<file path="src/logic/flow_consts.svh">
/* Width, DAT depth and immediate-transfer limit constants
   for the active-mode command flow */
`ifndef FLOW_CONSTS_SVH
`define FLOW_CONSTS_SVH

// Queue descriptor widths
`define FLOW_CMD_W 64
`define FLOW_RESP_W 32

// Device address table, 32 entries
`define FLOW_DAT_W 64
`define FLOW_DAT_IDX_W 5

// Format queue byte
`define FLOW_BYTE_W 8

// Immediate payload limit
`define FLOW_MAX_IMM 4

// DTT codes from here on carry a defining byte
`define FLOW_DEF_BYTE_DTT 5

`endif

</file>
<file path="src/logic/flow_pkg.sv">
/* Descriptor, DAT entry and response types, plus the records passed
   between decoder, DAT reader and sequencer */
`include "flow_consts.svh"

package flow_pkg;

  typedef enum logic [2:0] {
    CMD_REGULAR     = 3'd0,
    CMD_IMMEDIATE   = 3'd1,
    CMD_ADDR_ASSIGN = 3'd2,
    CMD_COMBO       = 3'd3,
    CMD_INTERNAL    = 3'd7
  } cmd_attr_e;

  // Command queue entry, immediate-transfer layout
  typedef struct packed {
    logic [`FLOW_BYTE_W-1:0]    byte4;
    logic [`FLOW_BYTE_W-1:0]    byte3;
    logic [`FLOW_BYTE_W-1:0]    byte2;
    logic [`FLOW_BYTE_W-1:0]    byte1;
    logic                       toc;
    logic                       rsvd30;
    logic                       rnw;
    logic [2:0]                 rsvd28_26;
    logic [2:0]                 dtt;
    logic [1:0]                 rsvd22_21;
    logic [`FLOW_DAT_IDX_W-1:0] dev_index;
    logic [8:0]                 rsvd15_7;
    logic [3:0]                 tid;
    cmd_attr_e                  attr;
  } cmd_desc_t;

  typedef struct packed {
    logic [31:0] rsvd63_32;
    logic        legacy_i2c;
    logic [23:0] rsvd30_7;
    logic [6:0]  static_addr;
  } dat_entry_t;

  typedef enum logic [3:0] {
    RESP_SUCCESS       = 4'h0,
    RESP_NOT_SUPPORTED = 4'hB
  } resp_err_e;

  typedef struct packed {
    resp_err_e   err_status;
    logic [3:0]  tid;
    logic [7:0]  rsvd23_16;
    logic [15:0] data_length;
  } resp_desc_t;

  // Decoded immediate transfer
  // payload[0] goes out first
  typedef struct packed {
    logic [3:0]                                   tid;
    logic [`FLOW_DAT_IDX_W-1:0]                   dev_index;
    logic                                         toc;
    logic                                         exec;
    logic [2:0]                                   count;
    logic [`FLOW_MAX_IMM-1:0][`FLOW_BYTE_W-1:0]   payload;
  } imm_xfer_t;

  typedef struct packed {
    logic       legacy_i2c;
    logic [6:0] static_addr;
  } dat_info_t;

  typedef struct packed {
    logic                    start_before;
    logic                    stop_after;
    logic [`FLOW_BYTE_W-1:0] data;
  } fmt_word_t;

endpackage

</file>
<file path="src/logic/cmd_decoder.sv">
/* Command decoder: takes a descriptor from the command queue and
   presents it as an immediate-transfer record */
`timescale 1ns/100ps
`include "flow_consts.svh"

module cmd_decoder
  import flow_pkg::*;
(
  input  logic      clk_i,
  input  logic      rst_ni,
  input  logic      cmd_take_i,
  input  logic      cmd_valid_i,
  input  cmd_desc_t cmd_data_i,
  output logic      cmd_ready_o,
  output imm_xfer_t xfer_o
);

  cmd_desc_t desc_q;
  logic      def_byte;

  // Ready only while the sequencer is waiting for a command
  assign cmd_ready_o = cmd_take_i;

  always_ff @(posedge clk_i or negedge rst_ni) begin
    if (!rst_ni) begin
      desc_q <= '0;
    end else if (cmd_valid_i && cmd_ready_o) begin
      desc_q <= cmd_data_i;
    end
  end

  // DTT 5..7 means a defining byte sits in byte1
  assign def_byte = (desc_q.dtt >= 3'(`FLOW_DEF_BYTE_DTT));

  always_comb begin
    xfer_o           = '0;
    xfer_o.tid       = desc_q.tid;
    xfer_o.dev_index = desc_q.dev_index;
    xfer_o.toc       = desc_q.toc;
    // Only immediate writes can run here
    // Device type is checked by the sequencer
    xfer_o.exec      = (desc_q.attr == CMD_IMMEDIATE) && !desc_q.rnw;
    if (def_byte) begin
      xfer_o.count      = desc_q.dtt - 3'(`FLOW_DEF_BYTE_DTT);
      // Defining byte is dropped, payload starts at byte2
      xfer_o.payload[0] = desc_q.byte2;
      xfer_o.payload[1] = desc_q.byte3;
      xfer_o.payload[2] = desc_q.byte4;
      xfer_o.payload[3] = '0;
    end else begin
      xfer_o.count      = desc_q.dtt;
      xfer_o.payload[0] = desc_q.byte1;
      xfer_o.payload[1] = desc_q.byte2;
      xfer_o.payload[2] = desc_q.byte3;
      xfer_o.payload[3] = desc_q.byte4;
    end
  end

endmodule

</file>
<file path="src/logic/dat_reader.sv">
/* DAT reader: read strobe generation and capture of the device entry */
`timescale 1ns/100ps
`include "flow_consts.svh"

module dat_reader
  import flow_pkg::*;
(
  input  logic                       clk_i,
  input  logic                       rst_ni,
  input  logic                       fetch_i,
  input  logic [`FLOW_DAT_IDX_W-1:0] dev_index_i,
  output logic                       dat_read_o,
  output logic [`FLOW_DAT_IDX_W-1:0] dat_index_o,
  input  dat_entry_t                 dat_rdata_i,
  output dat_info_t                  info_o,
  output logic                       done_o
);

  logic      read_q;
  logic      rdata_vld_q;
  logic      done_q;
  dat_info_t info_q;

  // Strobe, then read data one cycle later, then done after capture
  always_ff @(posedge clk_i or negedge rst_ni) begin
    if (!rst_ni) begin
      read_q      <= 1'b0;
      rdata_vld_q <= 1'b0;
      done_q      <= 1'b0;
    end else begin
      read_q      <= fetch_i;
      rdata_vld_q <= read_q;
      done_q      <= rdata_vld_q;
    end
  end

  always_ff @(posedge clk_i) begin
    if (rdata_vld_q) begin
      info_q.static_addr <= dat_rdata_i.static_addr;
      info_q.legacy_i2c  <= dat_rdata_i.legacy_i2c;
    end
  end

  assign dat_read_o  = read_q;
  // Decoder record is already stable when the strobe is high
  assign dat_index_o = dev_index_i;
  assign info_o      = info_q;
  assign done_o      = done_q;

endmodule

</file>
<file path="src/logic/flow_active.sv">
/* Active-mode flow top: decoder, DAT reader and sequencer on the
   command, DAT, format and response queue ports */
`timescale 1ns/100ps
`include "flow_consts.svh"

module flow_active
  import flow_pkg::*;
(
  input  logic                       clk_i,
  input  logic                       rst_ni,
  // Command queue
  input  logic                       cmd_valid_i,
  output logic                       cmd_ready_o,
  input  cmd_desc_t                  cmd_data_i,
  // Device address table
  output logic                       dat_read_o,
  output logic [`FLOW_DAT_IDX_W-1:0] dat_index_o,
  input  dat_entry_t                 dat_rdata_i,
  // I2C format queue
  output logic                       fmt_valid_o,
  input  logic                       fmt_ready_i,
  output fmt_word_t                  fmt_word_o,
  // Response queue
  output logic                       resp_valid_o,
  input  logic                       resp_ready_i,
  output resp_desc_t                 resp_data_o,
  input  logic                       flow_en_i,
  output logic                       idle_o
);

  imm_xfer_t xfer;
  dat_info_t dat_info;
  logic      cmd_take;
  logic      dat_fetch;
  logic      dat_done;

  cmd_decoder u_cmd_decoder (
    .clk_i       (clk_i),
    .rst_ni      (rst_ni),
    .cmd_take_i  (cmd_take),
    .cmd_valid_i (cmd_valid_i),
    .cmd_data_i  (cmd_data_i),
    .cmd_ready_o (cmd_ready_o),
    .xfer_o      (xfer)
  );

  dat_reader u_dat_reader (
    .clk_i       (clk_i),
    .rst_ni      (rst_ni),
    .fetch_i     (dat_fetch),
    .dev_index_i (xfer.dev_index),
    .dat_read_o  (dat_read_o),
    .dat_index_o (dat_index_o),
    .dat_rdata_i (dat_rdata_i),
    .info_o      (dat_info),
    .done_o      (dat_done)
  );

  xfer_sequencer u_xfer_sequencer (
    .clk_i        (clk_i),
    .rst_ni       (rst_ni),
    .flow_en_i    (flow_en_i),
    .cmd_valid_i  (cmd_valid_i),
    .xfer_i       (xfer),
    .info_i       (dat_info),
    .dat_done_i   (dat_done),
    .cmd_take_o   (cmd_take),
    .dat_fetch_o  (dat_fetch),
    .fmt_valid_o  (fmt_valid_o),
    .fmt_ready_i  (fmt_ready_i),
    .fmt_word_o   (fmt_word_o),
    .resp_valid_o (resp_valid_o),
    .resp_ready_i (resp_ready_i),
    .resp_data_o  (resp_data_o),
    .idle_o       (idle_o)
  );

endmodule

</file>
<file path="src/logic/xfer_sequencer.sv">
/* Flow FSM: command fetch, DAT lookup, format byte streaming and
   response write */
`timescale 1ns/100ps

module xfer_sequencer
  import flow_pkg::*;
(
  input  logic       clk_i,
  input  logic       rst_ni,
  input  logic       flow_en_i,
  input  logic       cmd_valid_i,
  input  imm_xfer_t  xfer_i,
  input  dat_info_t  info_i,
  input  logic       dat_done_i,
  output logic       cmd_take_o,
  output logic       dat_fetch_o,
  output logic       fmt_valid_o,
  input  logic       fmt_ready_i,
  output fmt_word_t  fmt_word_o,
  output logic       resp_valid_o,
  input  logic       resp_ready_i,
  output resp_desc_t resp_data_o,
  output logic       idle_o
);

  typedef enum logic [2:0] {
    ST_IDLE,
    ST_WAIT_CMD,
    ST_FETCH_DAT,
    ST_WRITE_IMM,
    ST_WRITE_RESP
  } state_e;

  state_e     state_q;
  state_e     state_d;
  logic [2:0] byte_cnt_q;
  logic [1:0] pay_idx;
  logic       exec_ok;
  logic       dat_ready;
  logic       streaming;
  logic       responding;
  logic       fmt_fire;
  logic       resp_fire;
  logic       last_word;

  // Immediate write to a legacy I2C device is the only executable case
  assign exec_ok   = xfer_i.exec && info_i.legacy_i2c;
  assign dat_ready = (state_q == ST_FETCH_DAT) && dat_done_i;

  // Valid goes up in the same cycle the DAT entry arrives
  assign streaming  = (state_q == ST_WRITE_IMM) || (dat_ready && exec_ok);
  assign responding = (state_q == ST_WRITE_RESP) || (dat_ready && !exec_ok);
  assign fmt_fire   = streaming && fmt_ready_i;
  assign resp_fire  = responding && resp_ready_i;

  // Word 0 is the address, words 1..count the payload
  assign last_word = (byte_cnt_q == xfer_i.count);
  assign pay_idx   = 2'(byte_cnt_q - 3'd1);

  assign cmd_take_o  = (state_q == ST_WAIT_CMD);
  assign dat_fetch_o = cmd_take_o && cmd_valid_i;
  assign idle_o      = (state_q == ST_IDLE);

  always_comb begin
    fmt_word_o              = '0;
    fmt_word_o.start_before = (byte_cnt_q == 3'd0);
    fmt_word_o.stop_after   = last_word && xfer_i.toc;
    if (byte_cnt_q == 3'd0) begin
      fmt_word_o.data = {info_i.static_addr, 1'b0};
    end else begin
      fmt_word_o.data = xfer_i.payload[pay_idx];
    end
  end
  assign fmt_valid_o = streaming;

  // Record and DAT info are held until the next command
  always_comb begin
    resp_data_o            = '0;
    resp_data_o.err_status = exec_ok ? RESP_SUCCESS : RESP_NOT_SUPPORTED;
    resp_data_o.tid        = xfer_i.tid;
  end
  assign resp_valid_o = responding;

  always_comb begin
    state_d = state_q;
    case (state_q)
      ST_IDLE: begin
        if (flow_en_i) state_d = ST_WAIT_CMD;
      end
      ST_WAIT_CMD: begin
        if (cmd_valid_i) state_d = ST_FETCH_DAT;
      end
      ST_FETCH_DAT: begin
        if (dat_done_i) begin
          if (!exec_ok) begin
            state_d = resp_fire ? ST_IDLE : ST_WRITE_RESP;
          end else if (fmt_fire && last_word) begin
            state_d = ST_WRITE_RESP;
          end else begin
            state_d = ST_WRITE_IMM;
          end
        end
      end
      ST_WRITE_IMM: begin
        if (fmt_fire && last_word) state_d = ST_WRITE_RESP;
      end
      ST_WRITE_RESP: begin
        if (resp_ready_i) state_d = ST_IDLE;
      end
      default: state_d = ST_IDLE;
    endcase
  end

  always_ff @(posedge clk_i or negedge rst_ni) begin
    if (!rst_ni) begin
      state_q    <= ST_IDLE;
      byte_cnt_q <= '0;
    end else begin
      state_q <= state_d;
      // Counter only moves on an accepted word
      if (dat_fetch_o) begin
        byte_cnt_q <= '0;
      end else if (fmt_fire) begin
        byte_cnt_q <= byte_cnt_q + 3'd1;
      end
    end
  end

endmodule

</file>
<file path="config.mk">
export PLATFORM = sky130hd
export DESIGN_NAME = flow_active
export DESIGN_NICKNAME = d
export VERILOG_FILES = /design/src/logic/flow_pkg.sv /design/src/logic/cmd_decoder.sv /design/src/logic/dat_reader.sv /design/src/logic/flow_active.sv /design/src/logic/xfer_sequencer.sv
export VERILOG_INCLUDE_DIRS = /design/src /design/src/logic
export SDC_FILE = /design/constraint.sdc
export NUM_CORES = 1
export LEC_CHECK = 0
export ABC_AREA = 1
export ABC_CLOCK_PERIOD_IN_PS = 2160
export BUFFER_PORTS_ARGS = -buffer_cell sky130_fd_sc_hd__clkbuf_2
export CAP_MARGIN = 20
export CORE_ASPECT_RATIO = 1.4
export CORE_MARGIN = 5
export CORE_UTILIZATION = 40
export DETAILED_ROUTE_END_ITERATION = 7
export PLACE_DENSITY = 0.85
export SYNTH_ARGS = -nofsm -noshare
export SYNTH_HDL_FRONTEND = slang
export SYNTH_SLANG_ARGS = --single-unit
</file>
<file path="constraint.sdc">
create_clock -name clk_i -period 2.16 [get_ports clk_i]
set_input_delay 0.432 -clock clk_i [delete_from_list [all_inputs] [get_ports clk_i]]
set_output_delay 0.432 -clock clk_i [all_outputs]
set_load 0.01 [all_outputs]
</file>
==> results of run 1 <==
## layer usage
metal  wire, um  share of wire (%)
met5          0                  0
met3        641                6.5
met2       5050                 51
met1       3690                 37
met4        517                5.2
## cells by family after synthesis
family	synth area share, %
simple gates	29.6
buf+inv	13.0
flops	47.8
compound gates	8.03
fa+ha+maj	1.41
other cells	0.106
## sequential cells by signal, summed over array words and instances, names as in the netlist
signal	cells
u_cmd_decoder.xfer_o	10
u_dat_reader.rdata_vld_q	1
u_cmd_decoder.desc_q	39
u_xfer_sequencer.byte_cnt_q	3
u_dat_reader.info_o	8
u_xfer_sequencer.state_q	3
u_dat_reader.dat_read_o	1
u_dat_reader.done_o	1
## synth_stat cells, types with 3 or more instances
master	number	area share [%]
o21ai_1	6	0.85
o22ai_1	7	1.2
dfrtp_1	58	41
nor2_2	3	0.53
ha_1	4	1.4
inv_1	19	2.0
clkbuf_1	8	0.85
nand2_1	197	21
nor2_1	22	2.3
inv_2	5	0.53
buf_2	4	0.57
edfxtp_1	8	6.8
buf_4	41	8.7
a21oi_1	3	0.42
o211ai_1	8	1.7
nand2_2	3	0.53
nand3_1	22	3.1
o21ai_0	18	2.5
## worst max-delay path, delay by kind of cell, from the launching register on
family / cells / cell delay [ns]
compound gates: 3 / 0.57
fa+ha+maj: 1 / 0.19
buf+inv: 2 / 0.28
flops: 1 / 0.42
simple gates: 4 / 0.36
## metrics by stage
| step | instances | setup slack [ns] | area, um^2 |
|---|---|---|---|
| after global placement | 630 | -0.0384 | 3960 |
| after global routing | 660 | -0.539 | 4570 |
| after CTS | 653 | -0.268 | 4420 |
| final | 660 | -0.421 | 4570 |
| after floorplan | 477 | 0.0206 | 3630 |
| after detailed placement | 630 | -0.0892 | 3960 |
## path summary, 6_finish.rpt
path	start	endpoint	slack, ns
min	rst_ni	u_cmd_decoder.xfer_o[40]$_DFFE_PN0P_	0.09
min reg2reg	u_dat_reader.dat_read_o$_DFF_PN0_	u_dat_reader.rdata_vld_q$_DFF_PN0_	0.38
max in group asynchronous	rst_ni	u_cmd_decoder.desc_q[25]$_DFFE_PN0P_	1.45
min in group clk_i	dat_rdata_i[1]	u_dat_reader.info_o[1]$_DFFE_PP_	0.29
max reg2reg	u_cmd_decoder.desc_q[23]$_DFFE_PN0P_	u_xfer_sequencer.state_q[0]$_DFFE_PN0P_	-0.18
max	u_cmd_decoder.desc_q[23]$_DFFE_PN0P_	fmt_word_o[5]	-0.42
## where the power goes
| part | internal (W) | switching, W |
|---|---|---|
| sequential | 0.00177 | 0.000409 |
| clock | 0.000793 | 0.000471 |
| combinational | 0.00155 | 0.00229 |
| total | 0.00411 | 0.00317 |
## cell type report
class,instances,area share (%)
well taps,105,2.87
flip-flops and latches,66,37.0
clock buffers,13,5.47
repair buffers,116,14.9
multi-input cells,333,37.1
clock inverters,1,0.109
inverters,26,2.44
## layout by cell type, fill, tap and decap left out, drive strengths merged
| master | synthesis | routed |
|---|---|---|
| nand2 | 201 | 202 |
| clkbuf | 8 | 96 |
| dfrtp | 58 | 58 |
| buf | 45 | 33 |
| nor2 | 26 | 26 |
| conb | 1 | 25 |
| nand3 | 24 | 24 |
| inv | 24 | 24 |
| o21ai | 24 | 24 |
| o211ai | 8 | 8 |
| edfxtp | 8 | 8 |
| o22ai | 7 | 7 |
| a21oi | 4 | 4 |
| ha | 4 | 4 |
| or2 | 2 | 2 |
| nor3 | 2 | 2 |
| clkinv | 2 | 2 |
| clkinvlp | 0 | 1 |
| o221a | 1 | 1 |
| o21bai | 1 | 1 |
| and3 | 1 | 1 |
| o21a | 1 | 1 |
| a31oi | 1 | 1 |
## what timing repair did
item	in CTS	in global routing
cloned	2	1
resized for setup	42	39
buffers inserted	7	6
pin swaps	24	20
setup endpoints to repair	9	13
hold buffers	0	0
==> flow_metrics.env, run 1 <==
export IMPL_busiest_layer="met2"
export IMPL_outcome="finished with violations"
export IMPL_overflow=0
export IMPL_worstPathArrival_ns=2.15
export IMPL_drc_errors=0
export IMPL_use_met2_pct=29.3
export IMPL_die_h_um=121
export IMPL_cp_start_kind="register"
export IMPL_worst_hold_slack_ns=0.0861
export IMPL_cts_sinks=66
export IMPL_avgSynthCellArea_um2=7.81
export IMPL_ant_nets=0
export IMPL_critical_path_class="register to primary output"
export IMPL_rsz0062_at_grt="yes"
export IMPL_die_area_um2=10900
export IMPL_vias=3304
export IMPL_slew_viol_final=0
export IMPL_synth_edf_count=8
export IMPL_fillerInstances=827
export IMPL_n_antenna_cell=0
export IMPL_period_share_pct=120
export IMPL_synth_ff_type="dfrtp_1"
export IMPL_cts_buffer_depth=2
export IMPL_use_met1_pct=19.0
export IMPL_hp_class="input pin to async pin"
export IMPL_io_buffer_count=89
export IMPL_final_util_pct=53.1
export IMPL_ys_seq_area_share_pct=47.8
export IMPL_crit_slowest_cell="dfrtp_1"
export IMPL_dp_hpwl_mm=6.64
export IMPL_async_flop_share_pct=87.9
export IMPL_critPathCaptureType="primary output"
export IMPL_cts_tree="done"
export IMPL_yosysWarnings=0
export IMPL_violations="setup timing"
export IMPL_wl_per_cell_um=15.0
export IMPL_fp_row_count=40
export IMPL_finClkSkew_ns=0.00814
export IMPL_wl_mm=9.90
export IMPL_coreArea_um2=8610
export IMPL_worst_pin_slew_ns=0.550
export IMPL_hold_violations=0
export IMPL_layout_setup_ws_ns=-0.421
export IMPL_cp_required_ns=1.73
export IMPL_drv_cap=0
export IMPL_syn_area_um2=3540
export IMPL_ys_ff_latch=66
export IMPL_reg2reg_depth=20
export IMPL_max_stage_delay_ns=0.42
export IMPL_irDropWorstVdd_v=0.000724
export IMPL_final_min_clock_period_ns=2.58
export IMPL_worstPathMaxFanout=6
export IMPL_fin_nets=690
export IMPL_cellPowerDensity_nw_per_um2=1590
export IMPL_cp_cell_sequence="ha_4, nor2_4, nand2_2, nand2_4, buf_6, o21ai_1, o22ai_1, o211ai_1, nand2_1, clkbuf_2"
export IMPL_relSlewSlack_pct=63.3
export IMPL_finalSetupViolations=12
export IMPL_gr_usage_all_layers_pct=17.7
export IMPL_syn2layout_area_growth_pct=29.2
export IMPL_setup_tns_ns=-3.26
export IMPL_grt_pass1_wl_mm=14.8
export IMPL_drive_above_1_share_pct=34.2
export IMPL_drtIter0Drc=208
export IMPL_cts_root_buf="clkbuf_16"
export IMPL_antenna_found_initial=0
export IMPL_p_total_w=0.00729
export IMPL_p_leak_nw=2.45
export IMPL_multi_input_area_um2=1700
export IMPL_dieWidth_um=89.5
export IMPL_dr_pass1_iters=5
export IMPL_regArea_um2=1690
export IMPL_via_per_inst=5.01
export IMPL_fmax_mhz=387
export IMPL_gp_congestion=0.870
export IMPL_grt_pass1_vias=3350
export IMPL_cts_max_level=3
export IMPL_clkLatencyLatePin_ns=0.32
export IMPL_io_pins=186
export IMPL_syn_inst=453
export IMPL_initial_core_util_pct=41.1
export IMPL_synth_cell_types=33
export IMPL_grt_use_met3_pct=3.67
export IMPL_cts_reportedPaths_clkPinSlew_ns=0.05
export IMPL_numCtsBuffers=9
export IMPL_grt_start_max_net_pins=58
Power figures use the tool's default switching activity.
==> inputs of run 2 (changes only) <==
--- a/config.mk
+++ b/config.mk
@@ -7,14 +7,14 @@
 export NUM_CORES = 1
 export LEC_CHECK = 0
 export ABC_AREA = 1
-export ABC_CLOCK_PERIOD_IN_PS = 2160
+export ABC_CLOCK_PERIOD_IN_PS = 2600
 export BUFFER_PORTS_ARGS = -buffer_cell sky130_fd_sc_hd__clkbuf_2
 export CAP_MARGIN = 20
 export CORE_ASPECT_RATIO = 1.4
 export CORE_MARGIN = 5
 export CORE_UTILIZATION = 40
 export DETAILED_ROUTE_END_ITERATION = 7
-export PLACE_DENSITY = 0.85
+export PLACE_DENSITY = 0.82
 export SYNTH_ARGS = -nofsm -noshare
 export SYNTH_HDL_FRONTEND = slang
 export SYNTH_SLANG_ARGS = --single-unit
==> constraint.sdc (replaced) <==
create_clock -name clk_i -period 2.6 [get_ports clk_i]
set_input_delay 0.52 -clock clk_i [delete_from_list [all_inputs] [get_ports clk_i]]
set_output_delay 0.52 -clock clk_i [all_outputs]
set_load 0.01 [all_outputs]
==> flow_metrics.env, run 2 (same netlist as run 1, synthesis figures left out) <==
export IMPL_largest_register_ffs=39
export IMPL_rrSetupSlack_ns=0.80
export IMPL_die_area_um2=10900
export IMPL_critical_path_class="register to primary output"
export IMPL_drive_above_1_share_pct=30.2
export IMPL_cp_cell_sequence="inv_2, ha_4, nor2_4, nand2_2, nand2_4, buf_6, nand2_4, nand2_4, inv_6, nand2_2, nand3_2, o211ai_1, nand2_1, buf_2"
export IMPL_worst_pin_slew_ns=0.728
export IMPL_worstPathArrival_ns=2.09
export IMPL_crit_end="fmt_word_o[4]"
export IMPL_grt_pass1_vias=3091
export IMPL_cts_root_buf="clkbuf_16"
export IMPL_drtIter0Drc=195
export IMPL_clkLatencyLatePin_ns=0.33
export IMPL_syn2layout_area_growth_pct=25.5
export IMPL_vias=3168
export IMPL_cts_buffer_depth=2
export IMPL_wl_mm=9.08
export IMPL_largest_register="u_cmd_decoder.desc_q"
export IMPL_worstPathMaxFanout=8
export IMPL_startpoint="u_cmd_decoder.desc_q[24]$_DFFE_PN0P_"
export IMPL_io_buffer_count=89
export IMPL_wl_per_cell_um=13.9
export IMPL_reg2reg_depth=14
export IMPL_final_util_pct=51.6
export IMPL_cp_start_kind="register"
export IMPL_gp_congestion=0.872
export IMPL_fillerInstances=843
export IMPL_timing_rr_end="u_xfer_sequencer.state_q[1]$_DFFE_PN0P_"
export IMPL_final_common_cell="nand2_1"
export IMPL_antenna_found_initial=0
export IMPL_cp_required_ns=2.08
export IMPL_grt_pass1_wl_mm=14.3
export IMPL_dieWidth_um=89.5
export IMPL_cp_top_family="simple AND/OR/NAND/NOR gates"
export IMPL_finClkSkew_ns=0.00459
export IMPL_rsz0062_at_grt="yes"
export IMPL_grt_start_max_net_pins=59
export IMPL_cts_sinks=66
export IMPL_io_pins=186
export IMPL_cts_reportedPaths_clkPinSlew_ns=0.05
export IMPL_hp_class="input pin to async pin"
export IMPL_drv_cap=0
export IMPL_cellPowerDensity_nw_per_um2=1270
export IMPL_dr_pass1_iters=5
export IMPL_cp_depth=14
export IMPL_dp_hpwl_mm=6.40
export IMPL_regArea_um2=1690
export IMPL_irDropWorstVdd_v=0.000521
export IMPL_coreArea_um2=8610
export IMPL_layout_common_cells="nand2_1, clkbuf_2, dfrtp_1"
export IMPL_initial_core_util_pct=41.1
export IMPL_n_antenna_cell=0
export IMPL_multi_input_area_um2=1650
export IMPL_p_leak_nw=2.41
export IMPL_final_min_clock_period_ns=2.61
export IMPL_r2r_start="u_cmd_decoder.desc_q[24]$_DFFE_PN0P_"
export IMPL_dp_cells=624
export IMPL_fmax_mhz=383
export IMPL_period_share_pct=100
export IMPL_cts_max_level=3
export IMPL_slew_viol_final=0
export IMPL_max_stage_delay_ns=0.38
export IMPL_critPathCaptureType="primary output"
export IMPL_drc_errors=0
export IMPL_finalSetupViolations=5
export IMPL_path_common_cell="nand2_4"
export IMPL_crit_slowest_cell="dfrtp_1"
export IMPL_numCtsBuffers=9
export IMPL_overflow=0
export IMPL_via_per_inst=4.87
export IMPL_outcome="finished with violations"
export IMPL_ant_nets=0
export IMPL_die_h_um=121
export IMPL_hold_violations=0
export IMPL_cts_tree="done"
export IMPL_layout_setup_ws_ns=-0.0118
export IMPL_fin_cells=651
export IMPL_relSlewSlack_pct=51.5
export IMPL_critPathBufInv=4
export IMPL_violations="setup timing"
export IMPL_gr_usage_all_layers_pct=17.3
export IMPL_fp_row_count=40
export IMPL_fin_nets=680
run 2: cell type report:
| class | count | share of cell area, % |
|---|---|---|
| clock buffers | 15 | 5.80 |
| well taps | 105 | 2.96 |
| multi-input cells | 333 | 37.1 |
| repair buffers | 106 | 13.6 |
| flip-flops and latches | 66 | 38.1 |
| inverters | 26 | 2.42 |
run 2: how the worst min path moves through the flow:
stage               slack [ns]                              start  depth (start not counted)                                    to
finish                    0.33                             rst_ni                          2  u_cmd_decoder.xfer_o[44]$_DFFE_PN0P_
global route              0.36                     dat_rdata_i[6]                          1      u_dat_reader.info_o[6]$_DFFE_PP_
CTS                       0.36                             rst_ni                          2  u_cmd_decoder.xfer_o[44]$_DFFE_PN0P_
detailed placement        0.38  u_dat_reader.dat_read_o$_DFF_PN0_                          0    u_dat_reader.rdata_vld_q$_DFF_PN0_
global placement          0.36  u_dat_reader.dat_read_o$_DFF_PN0_                          0    u_dat_reader.rdata_vld_q$_DFF_PN0_
floorplan                 0.22                             rst_ni                          0   u_cmd_decoder.desc_q[0]$_DFFE_PN0P_
run 2: metal layers:
metal / vias up / track usage [%] / share of wire [%]
met5: - / 0 / 0
met4: 0 / 9.78 / 4.5
met3: 34 / 2.85 / 6.0
met2: 132 / 30.6 / 52
met1: 1450 / 18.9 / 37
li1: 1552 / - / -
run 2: worst register-to-register path, cell delays in order, from the launching register on:
cell     delay, ns
dfrtp_1       0.38
inv_2         0.07
buf_4         0.13
buf_4         0.12
ha_1          0.27
inv_1         0.06
nand2_1       0.07
nand2_1       0.07
nand2_1       0.05
nand2_1       0.12
nand3_4       0.12
nand3_2       0.09
nand2_1       0.05
nand2_1       0.06
nand2_1       0.05
run 2: report_power, final:
group	internal, W	switching [W]
combinational	0.00111	0.00168
clock	0.000666	0.000383
sequential	0.00146	0.000337
run 2: metrics by stage:
step	TNS [ns]	area [um^2]	power, W	setup slack, ns	hold WS [ns]
2_1_floorplan	0	3630	0.00342	0.266	0.224
3_3_place_gp	0	3910	0.00394	0.181	0.359
3_5_place_dp	0	3910	0.00404	0.102	0.381
4_1_cts	-0.0191	4370	0.00548	-0.00974	0.358
5_1_grt	-0.715	4440	0.00606	-0.126	0.357
6_report	-0.0303	4440	0.00564	-0.0118	0.334
run 2: timing repair:
item	in CTS	in global routing
pin swaps	16	16
resized for setup	21	33
hold buffers	0	0
endpoints found under the setup margin	8	9
endpoints found under the hold margin	0	0
gates cloned	2	1
setup buffers	9	2
